File: src/logic/lsu_pkg.sv
package lsu_pkg;

    // ************************************************************
    // load/store data path
    // ************************************************************

    // one bus word, one strobe bit per byte
    localparam int DATA_W = 64;
    localparam int STRB_W = DATA_W / 8;

    // access size as the client encodes it
    typedef enum logic [1:0] {
        SIZE_B = 2'd0,
        SIZE_H = 2'd1,
        SIZE_W = 2'd2,
        SIZE_D = 2'd3
    } access_size_e;

endpackage

File: src/logic/mem_pkg.sv
package mem_pkg;

    // ************************************************************
    // address map and cache geometry
    // ************************************************************

    localparam int ADDR_W = 32;

    // cacheable window, both ends inclusive
    localparam logic [ADDR_W-1:0] CACHE_BASE  = 32'h8000_0000;
    localparam logic [ADDR_W-1:0] CACHE_LIMIT = 32'h8800_0000;

    // byte offset inside one 64-bit word
    localparam int OFFSET_W = 3;

    localparam int DEFAULT_INDEX_W = 4;
    localparam int DEFAULT_TAG_W   = ADDR_W - DEFAULT_INDEX_W - OFFSET_W;
    localparam int WORD_ADDR_W     = ADDR_W - OFFSET_W;

    // cache view, laid out for the default line count
    typedef struct packed {
        logic [DEFAULT_TAG_W-1:0]   tag;
        logic [DEFAULT_INDEX_W-1:0] index;
        logic [OFFSET_W-1:0]        offset;
    } cache_view_t;

    typedef struct packed {
        logic [WORD_ADDR_W-1:0] word;
        logic [OFFSET_W-1:0]    offset;
    } word_view_t;

    typedef union packed {
        cache_view_t cache;
        word_view_t  word;
    } mem_addr_u;

endpackage

File: src/logic/mem_req_if.sv
interface mem_req_if;
    import lsu_pkg::*;
    import mem_pkg::*;

    // four-phase req/ack, one word per transfer
    logic              req;
    logic              ack;
    logic              we;
    logic [ADDR_W-1:0] addr;
    logic [DATA_W-1:0] wdata;
    logic [STRB_W-1:0] wstrb;
    logic [DATA_W-1:0] rdata;

    modport requester (
        output req, we, addr, wdata, wstrb,
        input  ack, rdata
    );

    modport responder (
        input  req, we, addr, wdata, wstrb,
        output ack, rdata
    );

endinterface

File: src/logic/lsu_align.sv
module lsu_align (
    input  logic                        clk,
    input  logic                        arst_n_i,
    input  logic                        req_i,
    input  logic                        we_i,
    input  lsu_pkg::access_size_e       size_i,
    input  logic                        unsigned_i,
    input  logic [mem_pkg::ADDR_W-1:0]  addr_i,
    input  logic [lsu_pkg::DATA_W-1:0]  wdata_i,
    output logic                        ack_o,
    output logic [lsu_pkg::DATA_W-1:0]  rdata_o,
    mem_req_if.requester                link_o
);
    import lsu_pkg::*;
    import mem_pkg::*;

    typedef enum logic [1:0] {
        IDLE,
        WAIT_LINK,
        HOLD
    } state_e;

    state_e              state_q;
    mem_addr_u           addr_in;
    access_size_e        size_q;
    logic                unsigned_q;
    logic [OFFSET_W-1:0] offset_q;
    logic [STRB_W-1:0]   size_strb;
    logic [DATA_W-1:0]   lane;
    logic [DATA_W-1:0]   load_ext;

    assign addr_in = addr_i;

    // ************************************************************
    // store side: strobe and lane shift
    // ************************************************************
    always_comb begin
        case (size_i)
            SIZE_B:  size_strb = STRB_W'(8'h01);
            SIZE_H:  size_strb = STRB_W'(8'h03);
            SIZE_W:  size_strb = STRB_W'(8'h0f);
            default: size_strb = '1;
        endcase
    end

    // ************************************************************
    // load side: pick lanes, then extend
    // ************************************************************
    always_comb begin
        lane = link_o.rdata >> {offset_q, 3'b000};
        case (size_q)
            SIZE_B:  load_ext = {{(DATA_W-8){lane[7] & ~unsigned_q}}, lane[7:0]};
            SIZE_H:  load_ext = {{(DATA_W-16){lane[15] & ~unsigned_q}}, lane[15:0]};
            SIZE_W:  load_ext = {{(DATA_W-32){lane[31] & ~unsigned_q}}, lane[31:0]};
            default: load_ext = lane;
        endcase
    end

    // client handshake and link request
    always_ff @(posedge clk or negedge arst_n_i) begin
        if (!arst_n_i) begin
            state_q    <= IDLE;
            link_o.req <= 1'b0;
            ack_o      <= 1'b0;
        end else begin
            case (state_q)
                IDLE: begin
                    if (req_i) begin
                        link_o.req <= 1'b1;
                        state_q    <= WAIT_LINK;
                    end
                end
                WAIT_LINK: begin
                    if (link_o.ack) begin
                        link_o.req <= 1'b0;
                        ack_o      <= 1'b1;
                        state_q    <= HOLD;
                    end
                end
                HOLD: begin
                    // link must be back to idle before the next access
                    if (!req_i && !link_o.ack) begin
                        ack_o   <= 1'b0;
                        state_q <= IDLE;
                    end
                end
                default: state_q <= IDLE;
            endcase
        end
    end

    always_ff @(posedge clk) begin
        if (state_q == IDLE && req_i) begin
            size_q       <= size_i;
            unsigned_q   <= unsigned_i;
            offset_q     <= addr_in.word.offset;
            link_o.we    <= we_i;
            link_o.addr  <= {addr_in.word.word, {OFFSET_W{1'b0}}};
            link_o.wdata <= wdata_i << {addr_in.word.offset, 3'b000};
            link_o.wstrb <= size_strb << addr_in.word.offset;
        end
        if (state_q == WAIT_LINK && link_o.ack) begin
            rdata_o <= load_ext;
        end
    end

endmodule

File: src/logic/dcache_wt.sv
module dcache_wt #(
    parameter int INDEX_W = mem_pkg::DEFAULT_INDEX_W
) (
    input  logic         clk,
    input  logic         arst_n_i,
    mem_req_if.responder link_i,
    mem_req_if.requester link_o
);
    import lsu_pkg::*;
    import mem_pkg::*;

    localparam int LINES = 2 ** INDEX_W;
    localparam int TAG_W = ADDR_W - OFFSET_W - INDEX_W;

    typedef enum logic [1:0] {
        IDLE,
        WAIT_MEM,
        HOLD
    } state_e;

    state_e             state_q;
    mem_addr_u          addr_in;
    logic [INDEX_W-1:0] index;
    logic [TAG_W-1:0]   tag;
    logic               cacheable;
    logic               hit;
    logic               load_hit;
    logic               mem_done;
    logic [DATA_W-1:0]  merged;
    logic [LINES-1:0]   valid_q;
    logic [TAG_W-1:0]   tag_q [LINES];
    logic [DATA_W-1:0]  data_q [LINES];

    // ************************************************************
    // lookup
    // ************************************************************
    assign addr_in = link_i.addr;
    assign index   = addr_in.word.word[INDEX_W-1:0];
    assign tag     = addr_in.word.word[WORD_ADDR_W-1:INDEX_W];

    assign cacheable = (link_i.addr >= CACHE_BASE) && (link_i.addr <= CACHE_LIMIT);
    assign hit       = cacheable && valid_q[index] && (tag_q[index] == tag);
    assign load_hit  = link_i.req && !link_i.we && hit;
    assign mem_done  = (state_q == WAIT_MEM) && link_o.ack;

    // requester holds its fields while req is up
    assign link_o.we    = link_i.we;
    assign link_o.addr  = link_i.addr;
    assign link_o.wdata = link_i.wdata;
    assign link_o.wstrb = link_i.wstrb;

    // store data merged into the resident line
    always_comb begin
        merged = data_q[index];
        for (int b = 0; b < STRB_W; b++) begin
            if (link_i.wstrb[b]) begin
                merged[b*8 +: 8] = link_i.wdata[b*8 +: 8];
            end
        end
    end

    // ************************************************************
    // control
    // ************************************************************
    always_ff @(posedge clk or negedge arst_n_i) begin
        if (!arst_n_i) begin
            state_q    <= IDLE;
            link_i.ack <= 1'b0;
            link_o.req <= 1'b0;
            valid_q    <= '0;
        end else begin
            case (state_q)
                IDLE: begin
                    if (load_hit) begin
                        link_i.ack <= 1'b1;
                        state_q    <= HOLD;
                    end else if (link_i.req) begin
                        link_o.req <= 1'b1;
                        state_q    <= WAIT_MEM;
                    end
                end
                WAIT_MEM: begin
                    if (link_o.ack) begin
                        link_o.req <= 1'b0;
                        link_i.ack <= 1'b1;
                        state_q    <= HOLD;
                        if (cacheable && !link_i.we) begin
                            valid_q[index] <= 1'b1;
                        end
                    end
                end
                HOLD: begin
                    if (!link_i.req && !link_o.ack) begin
                        link_i.ack <= 1'b0;
                        state_q    <= IDLE;
                    end
                end
                default: state_q <= IDLE;
            endcase
        end
    end

    // line arrays and returned word
    always_ff @(posedge clk) begin
        if (state_q == IDLE && load_hit) begin
            link_i.rdata <= data_q[index];
        end
        if (mem_done) begin
            link_i.rdata <= link_o.rdata;
            if (cacheable && !link_i.we) begin
                tag_q[index]  <= tag;
                data_q[index] <= link_o.rdata;
            end else if (hit && link_i.we) begin
                data_q[index] <= merged;
            end
        end
    end

endmodule

File: src/logic/mem_port.sv
module mem_port (
    input  logic                        clk,
    input  logic                        arst_n_i,
    mem_req_if.responder                link_i,
    output logic                        mem_req_o,
    output logic                        mem_we_o,
    output logic [mem_pkg::ADDR_W-1:0]  mem_addr_o,
    output logic [lsu_pkg::DATA_W-1:0]  mem_wdata_o,
    output logic [lsu_pkg::STRB_W-1:0]  mem_wstrb_o,
    input  logic                        mem_ack_i,
    input  logic [lsu_pkg::DATA_W-1:0]  mem_rdata_i
);
    import mem_pkg::*;

    typedef enum logic [1:0] {
        IDLE,
        WAIT_ACK,
        HOLD
    } state_e;

    state_e    state_q;
    mem_addr_u addr_in;

    assign addr_in = link_i.addr;

    // ************************************************************
    // external four-phase sequence
    // ************************************************************
    always_ff @(posedge clk or negedge arst_n_i) begin
        if (!arst_n_i) begin
            state_q    <= IDLE;
            mem_req_o  <= 1'b0;
            link_i.ack <= 1'b0;
        end else begin
            case (state_q)
                IDLE: begin
                    if (link_i.req) begin
                        mem_req_o <= 1'b1;
                        state_q   <= WAIT_ACK;
                    end
                end
                WAIT_ACK: begin
                    if (mem_ack_i) begin
                        mem_req_o  <= 1'b0;
                        link_i.ack <= 1'b1;
                        state_q    <= HOLD;
                    end
                end
                HOLD: begin
                    if (!link_i.req && !mem_ack_i) begin
                        link_i.ack <= 1'b0;
                        state_q    <= IDLE;
                    end
                end
                default: state_q <= IDLE;
            endcase
        end
    end

    // bus fields and read data
    always_ff @(posedge clk) begin
        if (state_q == IDLE && link_i.req) begin
            mem_we_o    <= link_i.we;
            mem_addr_o  <= {addr_in.word.word, {OFFSET_W{1'b0}}};
            mem_wdata_o <= link_i.wdata;
            mem_wstrb_o <= link_i.wstrb;
        end
        if (state_q == WAIT_ACK && mem_ack_i) begin
            link_i.rdata <= mem_rdata_i;
        end
    end

endmodule

File: src/logic/dmem_top.sv
module dmem_top #(
    parameter int INDEX_W = mem_pkg::DEFAULT_INDEX_W
) (
    input  logic                        clk,
    input  logic                        arst_n_i,

    // client side
    input  logic                        req_i,
    input  logic                        we_i,
    input  lsu_pkg::access_size_e       size_i,
    input  logic                        unsigned_i,
    input  logic [mem_pkg::ADDR_W-1:0]  addr_i,
    input  logic [lsu_pkg::DATA_W-1:0]  wdata_i,
    output logic                        ack_o,
    output logic [lsu_pkg::DATA_W-1:0]  rdata_o,

    // external memory
    output logic                        mem_req_o,
    output logic                        mem_we_o,
    output logic [mem_pkg::ADDR_W-1:0]  mem_addr_o,
    output logic [lsu_pkg::DATA_W-1:0]  mem_wdata_o,
    output logic [lsu_pkg::STRB_W-1:0]  mem_wstrb_o,
    input  logic                        mem_ack_i,
    input  logic [lsu_pkg::DATA_W-1:0]  mem_rdata_i
);

    mem_req_if link_cache ();
    mem_req_if link_mem ();

    lsu_align lsu_align_i (
        .clk        ( clk        ),
        .arst_n_i   ( arst_n_i   ),
        .req_i      ( req_i      ),
        .we_i       ( we_i       ),
        .size_i     ( size_i     ),
        .unsigned_i ( unsigned_i ),
        .addr_i     ( addr_i     ),
        .wdata_i    ( wdata_i    ),
        .ack_o      ( ack_o      ),
        .rdata_o    ( rdata_o    ),
        .link_o     ( link_cache )
    );

    dcache_wt #(
        .INDEX_W ( INDEX_W )
    ) dcache_wt_i (
        .clk      ( clk        ),
        .arst_n_i ( arst_n_i   ),
        .link_i   ( link_cache ),
        .link_o   ( link_mem   )
    );

    mem_port mem_port_i (
        .clk         ( clk         ),
        .arst_n_i    ( arst_n_i    ),
        .link_i      ( link_mem    ),
        .mem_req_o   ( mem_req_o   ),
        .mem_we_o    ( mem_we_o    ),
        .mem_addr_o  ( mem_addr_o  ),
        .mem_wdata_o ( mem_wdata_o ),
        .mem_wstrb_o ( mem_wstrb_o ),
        .mem_ack_i   ( mem_ack_i   ),
        .mem_rdata_i ( mem_rdata_i )
    );

endmodule

File: config.mk
export PLATFORM = sky130hd
export DESIGN_NAME = dmem_top
export DESIGN_NICKNAME = d
export VERILOG_FILES = /design/src/logic/lsu_pkg.sv /design/src/logic/mem_pkg.sv /design/src/logic/mem_req_if.sv /design/src/logic/lsu_align.sv /design/src/logic/dcache_wt.sv /design/src/logic/mem_port.sv /design/src/logic/dmem_top.sv
export SDC_FILE = /design/constraint.sdc
export NUM_CORES = 2
export LEC_CHECK = 0
export BUFFER_PORTS_ARGS = -buffer_cell sky130_fd_sc_hd__buf_4
export CORE_MARGIN = 5
export CORE_UTILIZATION = 55
export DETAILED_ROUTE_END_ITERATION = 10
export GPL_ROUTABILITY_DRIVEN = 1
export PLACE_DENSITY = 0.79
export SYNTH_ARGS = -nofsm -noshare
export SYNTH_HDL_FRONTEND = slang
export SYNTH_SLANG_ARGS = --single-unit
File: constraint.sdc
create_clock -name clk -period 14.2 [get_ports clk]
set_clock_uncertainty 0.15 [all_clocks]
set_input_delay 2.13 -clock clk [delete_from_list [all_inputs] [get_ports clk]]
set_output_delay 2.13 -clock clk [all_outputs]
set_load 0.01 [all_outputs]
==> results.sh <==
export IMPL_synth_seq_cells=1858
export IMPL_synth_async_reset_ratio_pct=1.51
export IMPL_crit_path_end_kind="flop"
export IMPL_layout_common_cells="1826 x edfxtp_1, 414 x mux4_2, 402 x buf_4"
export IMPL_rsz0062_at_grt="no"
export IMPL_row_count=134
export IMPL_hpwlAfterDp_um=123000
export IMPL_layout_commonest_cell="edfxtp_1"
export IMPL_vias=38800
export IMPL_synth_xor_area_share_pct=0.474
export IMPL_antenna_found_initial=17
export IMPL_setup_ws_ns=7.22
export IMPL_multi_input_area_mm2=0.0175
export IMPL_design_core_area_mm2=0.133
export IMPL_post_cts_setup_buffers=0
export IMPL_cp_required_ns=14.44
export IMPL_yosys_area_share_simple_pct=2.07
export IMPL_first_global_vias=38300
export IMPL_fin_tns_setup_ns=0
export IMPL_crit_slowest_cell="dfxtp_4"
export IMPL_drive_above_1_share_pct=34.1
export IMPL_synth_edf_count=1826
export IMPL_numCtsBuffers=178
export IMPL_crit_type="flop to flop"
export IMPL_vdd_drop_max_v=0.000126
export IMPL_ant_nets=0
export IMPL_critPathLaunchType="flop"
export IMPL_grtUsageTotal_pct=28.7
export IMPL_hold_buffers=0
export IMPL_portBuffers=335
export IMPL_cts_resized=0
export IMPL_die_w_um=377
export IMPL_maxSlewViolCount=0
export IMPL_p_per_area_mw_per_mm2=174
export IMPL_htree_levels=4
export IMPL_drt_pass1_iter_count=6
export IMPL_grt_pass1_wl_um=289000
export IMPL_relSlewSlack_pct=6.62
export IMPL_viasPerCell=6.64
export IMPL_cp_cell_sequence="buf_4 -> nor2b_1 -> a22oi_1 -> a21oi_1 -> o22ai_1 -> o31ai_1 -> o2111a_1 -> nand4_4 -> buf_4 -> buf_4 -> a2111oi_4 -> buf_4"
export IMPL_drc=0
export IMPL_grt_overflow=0
export IMPL_drt_total_wl_um=203000
export IMPL_routabilityCongestion=0.947
export IMPL_netlist_instances=3525
export IMPL_leakage_nw=27.7
export IMPL_synth_mux_area_fraction_pct=18.6
export IMPL_fp_dieArea_mm2=0.142
export IMPL_finalCritPeriodShare_pct=49.1
export IMPL_drt_iter0_drc=5829
export IMPL_cts_tree="done"
export IMPL_fin_util_pct=63.0
export IMPL_io_pins=339
export IMPL_clock_latency_ns=0.80
export IMPL_grt_max_degree=81
export IMPL_die_h_um=377
export IMPL_cp_top_family="buffers and inverters"
export IMPL_dp_cells=5495
export IMPL_synth_seq_area_share_pct=75.2
export IMPL_finalSetupViolCount=0
export IMPL_ff_latch_area_mm2=0.0556
export IMPL_yosysWarningCount=0
export IMPL_worstHoldPathType="flop to flop"
export IMPL_place_ws_ns=7.24
export IMPL_ys_types=59
export IMPL_cts_path_max_buffers=3
export IMPL_syn_area_mm2=0.0739
export IMPL_critical_path_max_stage_delay_ns=0.99
export IMPL_cts_sinks=1858
export IMPL_hold_violations=0
export IMPL_wl_per_cell_um=34.8
export IMPL_worstPathArrival_ns=7.22
export IMPL_cts_root_buffer="clkbuf_16"
export IMPL_cap_violations=0
export IMPL_synth_top_family_by_area="multiplexers"
export IMPL_initial_core_util_pct=55.4
export IMPL_area_growth_pct=13.9
export IMPL_outcome="completed"
export IMPL_ys_flop_type="edfxtp_1"
export IMPL_synthAdderAreaFrac_pct=0
export IMPL_instances_no_fill=5836
export IMPL_cp_max_fo=64
export IMPL_fin_crit_ns=6.98
export IMPL_crit_top_cell="buf_4"
export IMPL_fin_nets=4075
export IMPL_fmax_mhz=143
export IMPL_syn_avg_cell_area_um2=21.0
export IMPL_tightestPinTransition_ns=1.39
export IMPL_synth_compound_area_share_pct=2.20
export IMPL_clk_pin_slew_ns=0.06
export IMPL_p_total_mw=14.6
export IMPL_nFillCells=8702
export IMPL_path_buf_inv=4
-- cells in the mapped netlist (2+ instances only) --
cell type | number | area [µm²]
edfxtp_1 | 1826 | 54800
mux4_2 | 414 | 9320
mux2_2 | 251 | 2830
mux2i_1 | 159 | 1590
clkbuf_1 | 106 | 398
nand2_1 | 104 | 390
nor2_1 | 92 | 345
o21ai_0 | 76 | 380
a21oi_1 | 56 | 280
nor2b_1 | 38 | 238
buf_2 | 35 | 175
buf_1 | 34 | 128
dfrtp_1 | 28 | 701
o22ai_1 | 27 | 169
a211oi_1 | 26 | 195
or2_2 | 25 | 156
inv_1 | 23 | 86.3
xnor2_1 | 20 | 175
xor2_1 | 20 | 175
a22oi_1 | 19 | 143
buf_4 | 15 | 113
and2_1 | 13 | 81.3
buf_6 | 12 | 135
nand2b_1 | 10 | 62.6
a221oi_1 | 8 | 70.1
a22o_1 | 8 | 70.1
nand3_1 | 7 | 35.0
nor4_1 | 7 | 43.8
nor3_1 | 6 | 30.0
a21o_1 | 5 | 37.5
a31oi_1 | 5 | 31.3
nand4_1 | 5 | 31.3
and3_1 | 4 | 25.0
dfxtp_1 | 4 | 80.1
o31ai_1 | 4 | 30.0
a2111oi_2 | 3 | 45.0
nor3b_1 | 3 | 22.5
inv_2 | 2 | 7.51
nand3b_1 | 2 | 15.0
o2111a_1 | 2 | 22.5
o22a_1 | 2 | 17.5
or3_1 | 2 | 12.5
-- flip-flops by register name, summed over array words and instances, names as in the netlist, 3 cells and up, named ones only --
name / flops
mem_port_i.mem_addr_o: 29
lsu_align_i.rdata_o: 64
dcache_wt_i.data_q: 1024
mem_port_i.mem_wdata_o: 64
lsu_align_i.offset_q: 3
mem_port_i.mem_wstrb_o: 8
lsu_align_i.link_o.wstrb: 8
lsu_align_i.link_o.wdata: 64
dcache_wt_i.tag_q: 400
mem_port_i.link_i.rdata: 64
dcache_wt_i.valid_q: 16
lsu_align_i.link_o.addr: 29
dcache_wt_i.link_i.rdata: 64
-- per-stage QoR --
| step | area (µm²) | hold slack, ns |
|---|---|---|
| 2_1_floorplan | 73900 | 0.270 |
| 3_3_place_gp | 78500 | 0.287 |
| 3_5_place_dp | 78500 | 0.295 |
| 4_1_cts | 84100 | 0.316 |
| 5_1_grt | 84100 | 0.330 |
| 6_report | 84100 | 0.317 |
-- worst register-to-register path: stages (launching register included) --
cell	delay, ns
dfxtp_4	0.99
buf_4	0.97
nor2b_1	0.68
a22oi_1	0.28
a21oi_1	0.23
o22ai_1	0.13
o31ai_1	0.27
o2111a_1	0.33
nand4_4	0.13
buf_4	0.39
buf_4	0.57
a2111oi_4	0.40
buf_4	0.95
-- final timing paths --
check,start,end,slack (ns),cells after the start
worst max-delay path,flop,dcache_wt_i.data_q[12][50],7.22,12
worst min-delay path,dcache_wt_i.valid_q[4],dcache_wt_i.valid_q[4],0.32,1
worst max register to register,flop,dcache_wt_i.data_q[12][50],7.22,12
worst min register to register,dcache_wt_i.valid_q[4],dcache_wt_i.valid_q[4],0.32,1
max in group asynchronous,arst_n_i,dcache_wt_i.valid_q[8],12.54,1
min in group asynchronous,arst_n_i,dcache_wt_i.valid_q[0],1.09,1
-- where the power goes --
part | internal [mW] | leakage [nW] | switching, mW | total [mW]
sequential | 6.64 | 16.9 | 0.429 | 7.07
combinational | 1.23 | 8.02 | 1.71 | 2.94
clock | 2.58 | 2.69 | 2.04 | 4.62
-- cells by family (layout without fill, tap and decap cells) --
logic type | count (synthesis) | in the layout
mux | 824 | 824
simple gates | 321 | 321
compound gates | 254 | 254
buf+inv | 227 | 750
xor+xnor | 40 | 40
other cells | 1 | 21
flops | 1858 | 1858
-- final cells by class --
cell class | count | area share (%)
Multi-Input combinational cell | 1442 | 20.8
Clock buffer | 227 | 5.68
Sequential cell | 1858 | 66.1
Clock inverter | 96 | 0.984
Timing Repair Buffer | 402 | 3.59
Antenna cell | 18 | 0.0535
Tap cell | 1768 | 2.63
Inverter | 25 | 0.120
-- layer usage --
| layer | vias up | global-route usage (%) | share of wire, % |
|---|---|---|---|
| met1 | 20100 | 39.4 | 36 |
| li1 | 15300 | - | - |
| met5 | - | 0 | 0.041 |
| met3 | 430 | 8.93 | 13 |
| met4 | 12 | 11.5 | 4.7 |
| met2 | 2911 | 43.8 | 46 |
Power figures use the tool's default switching activity.
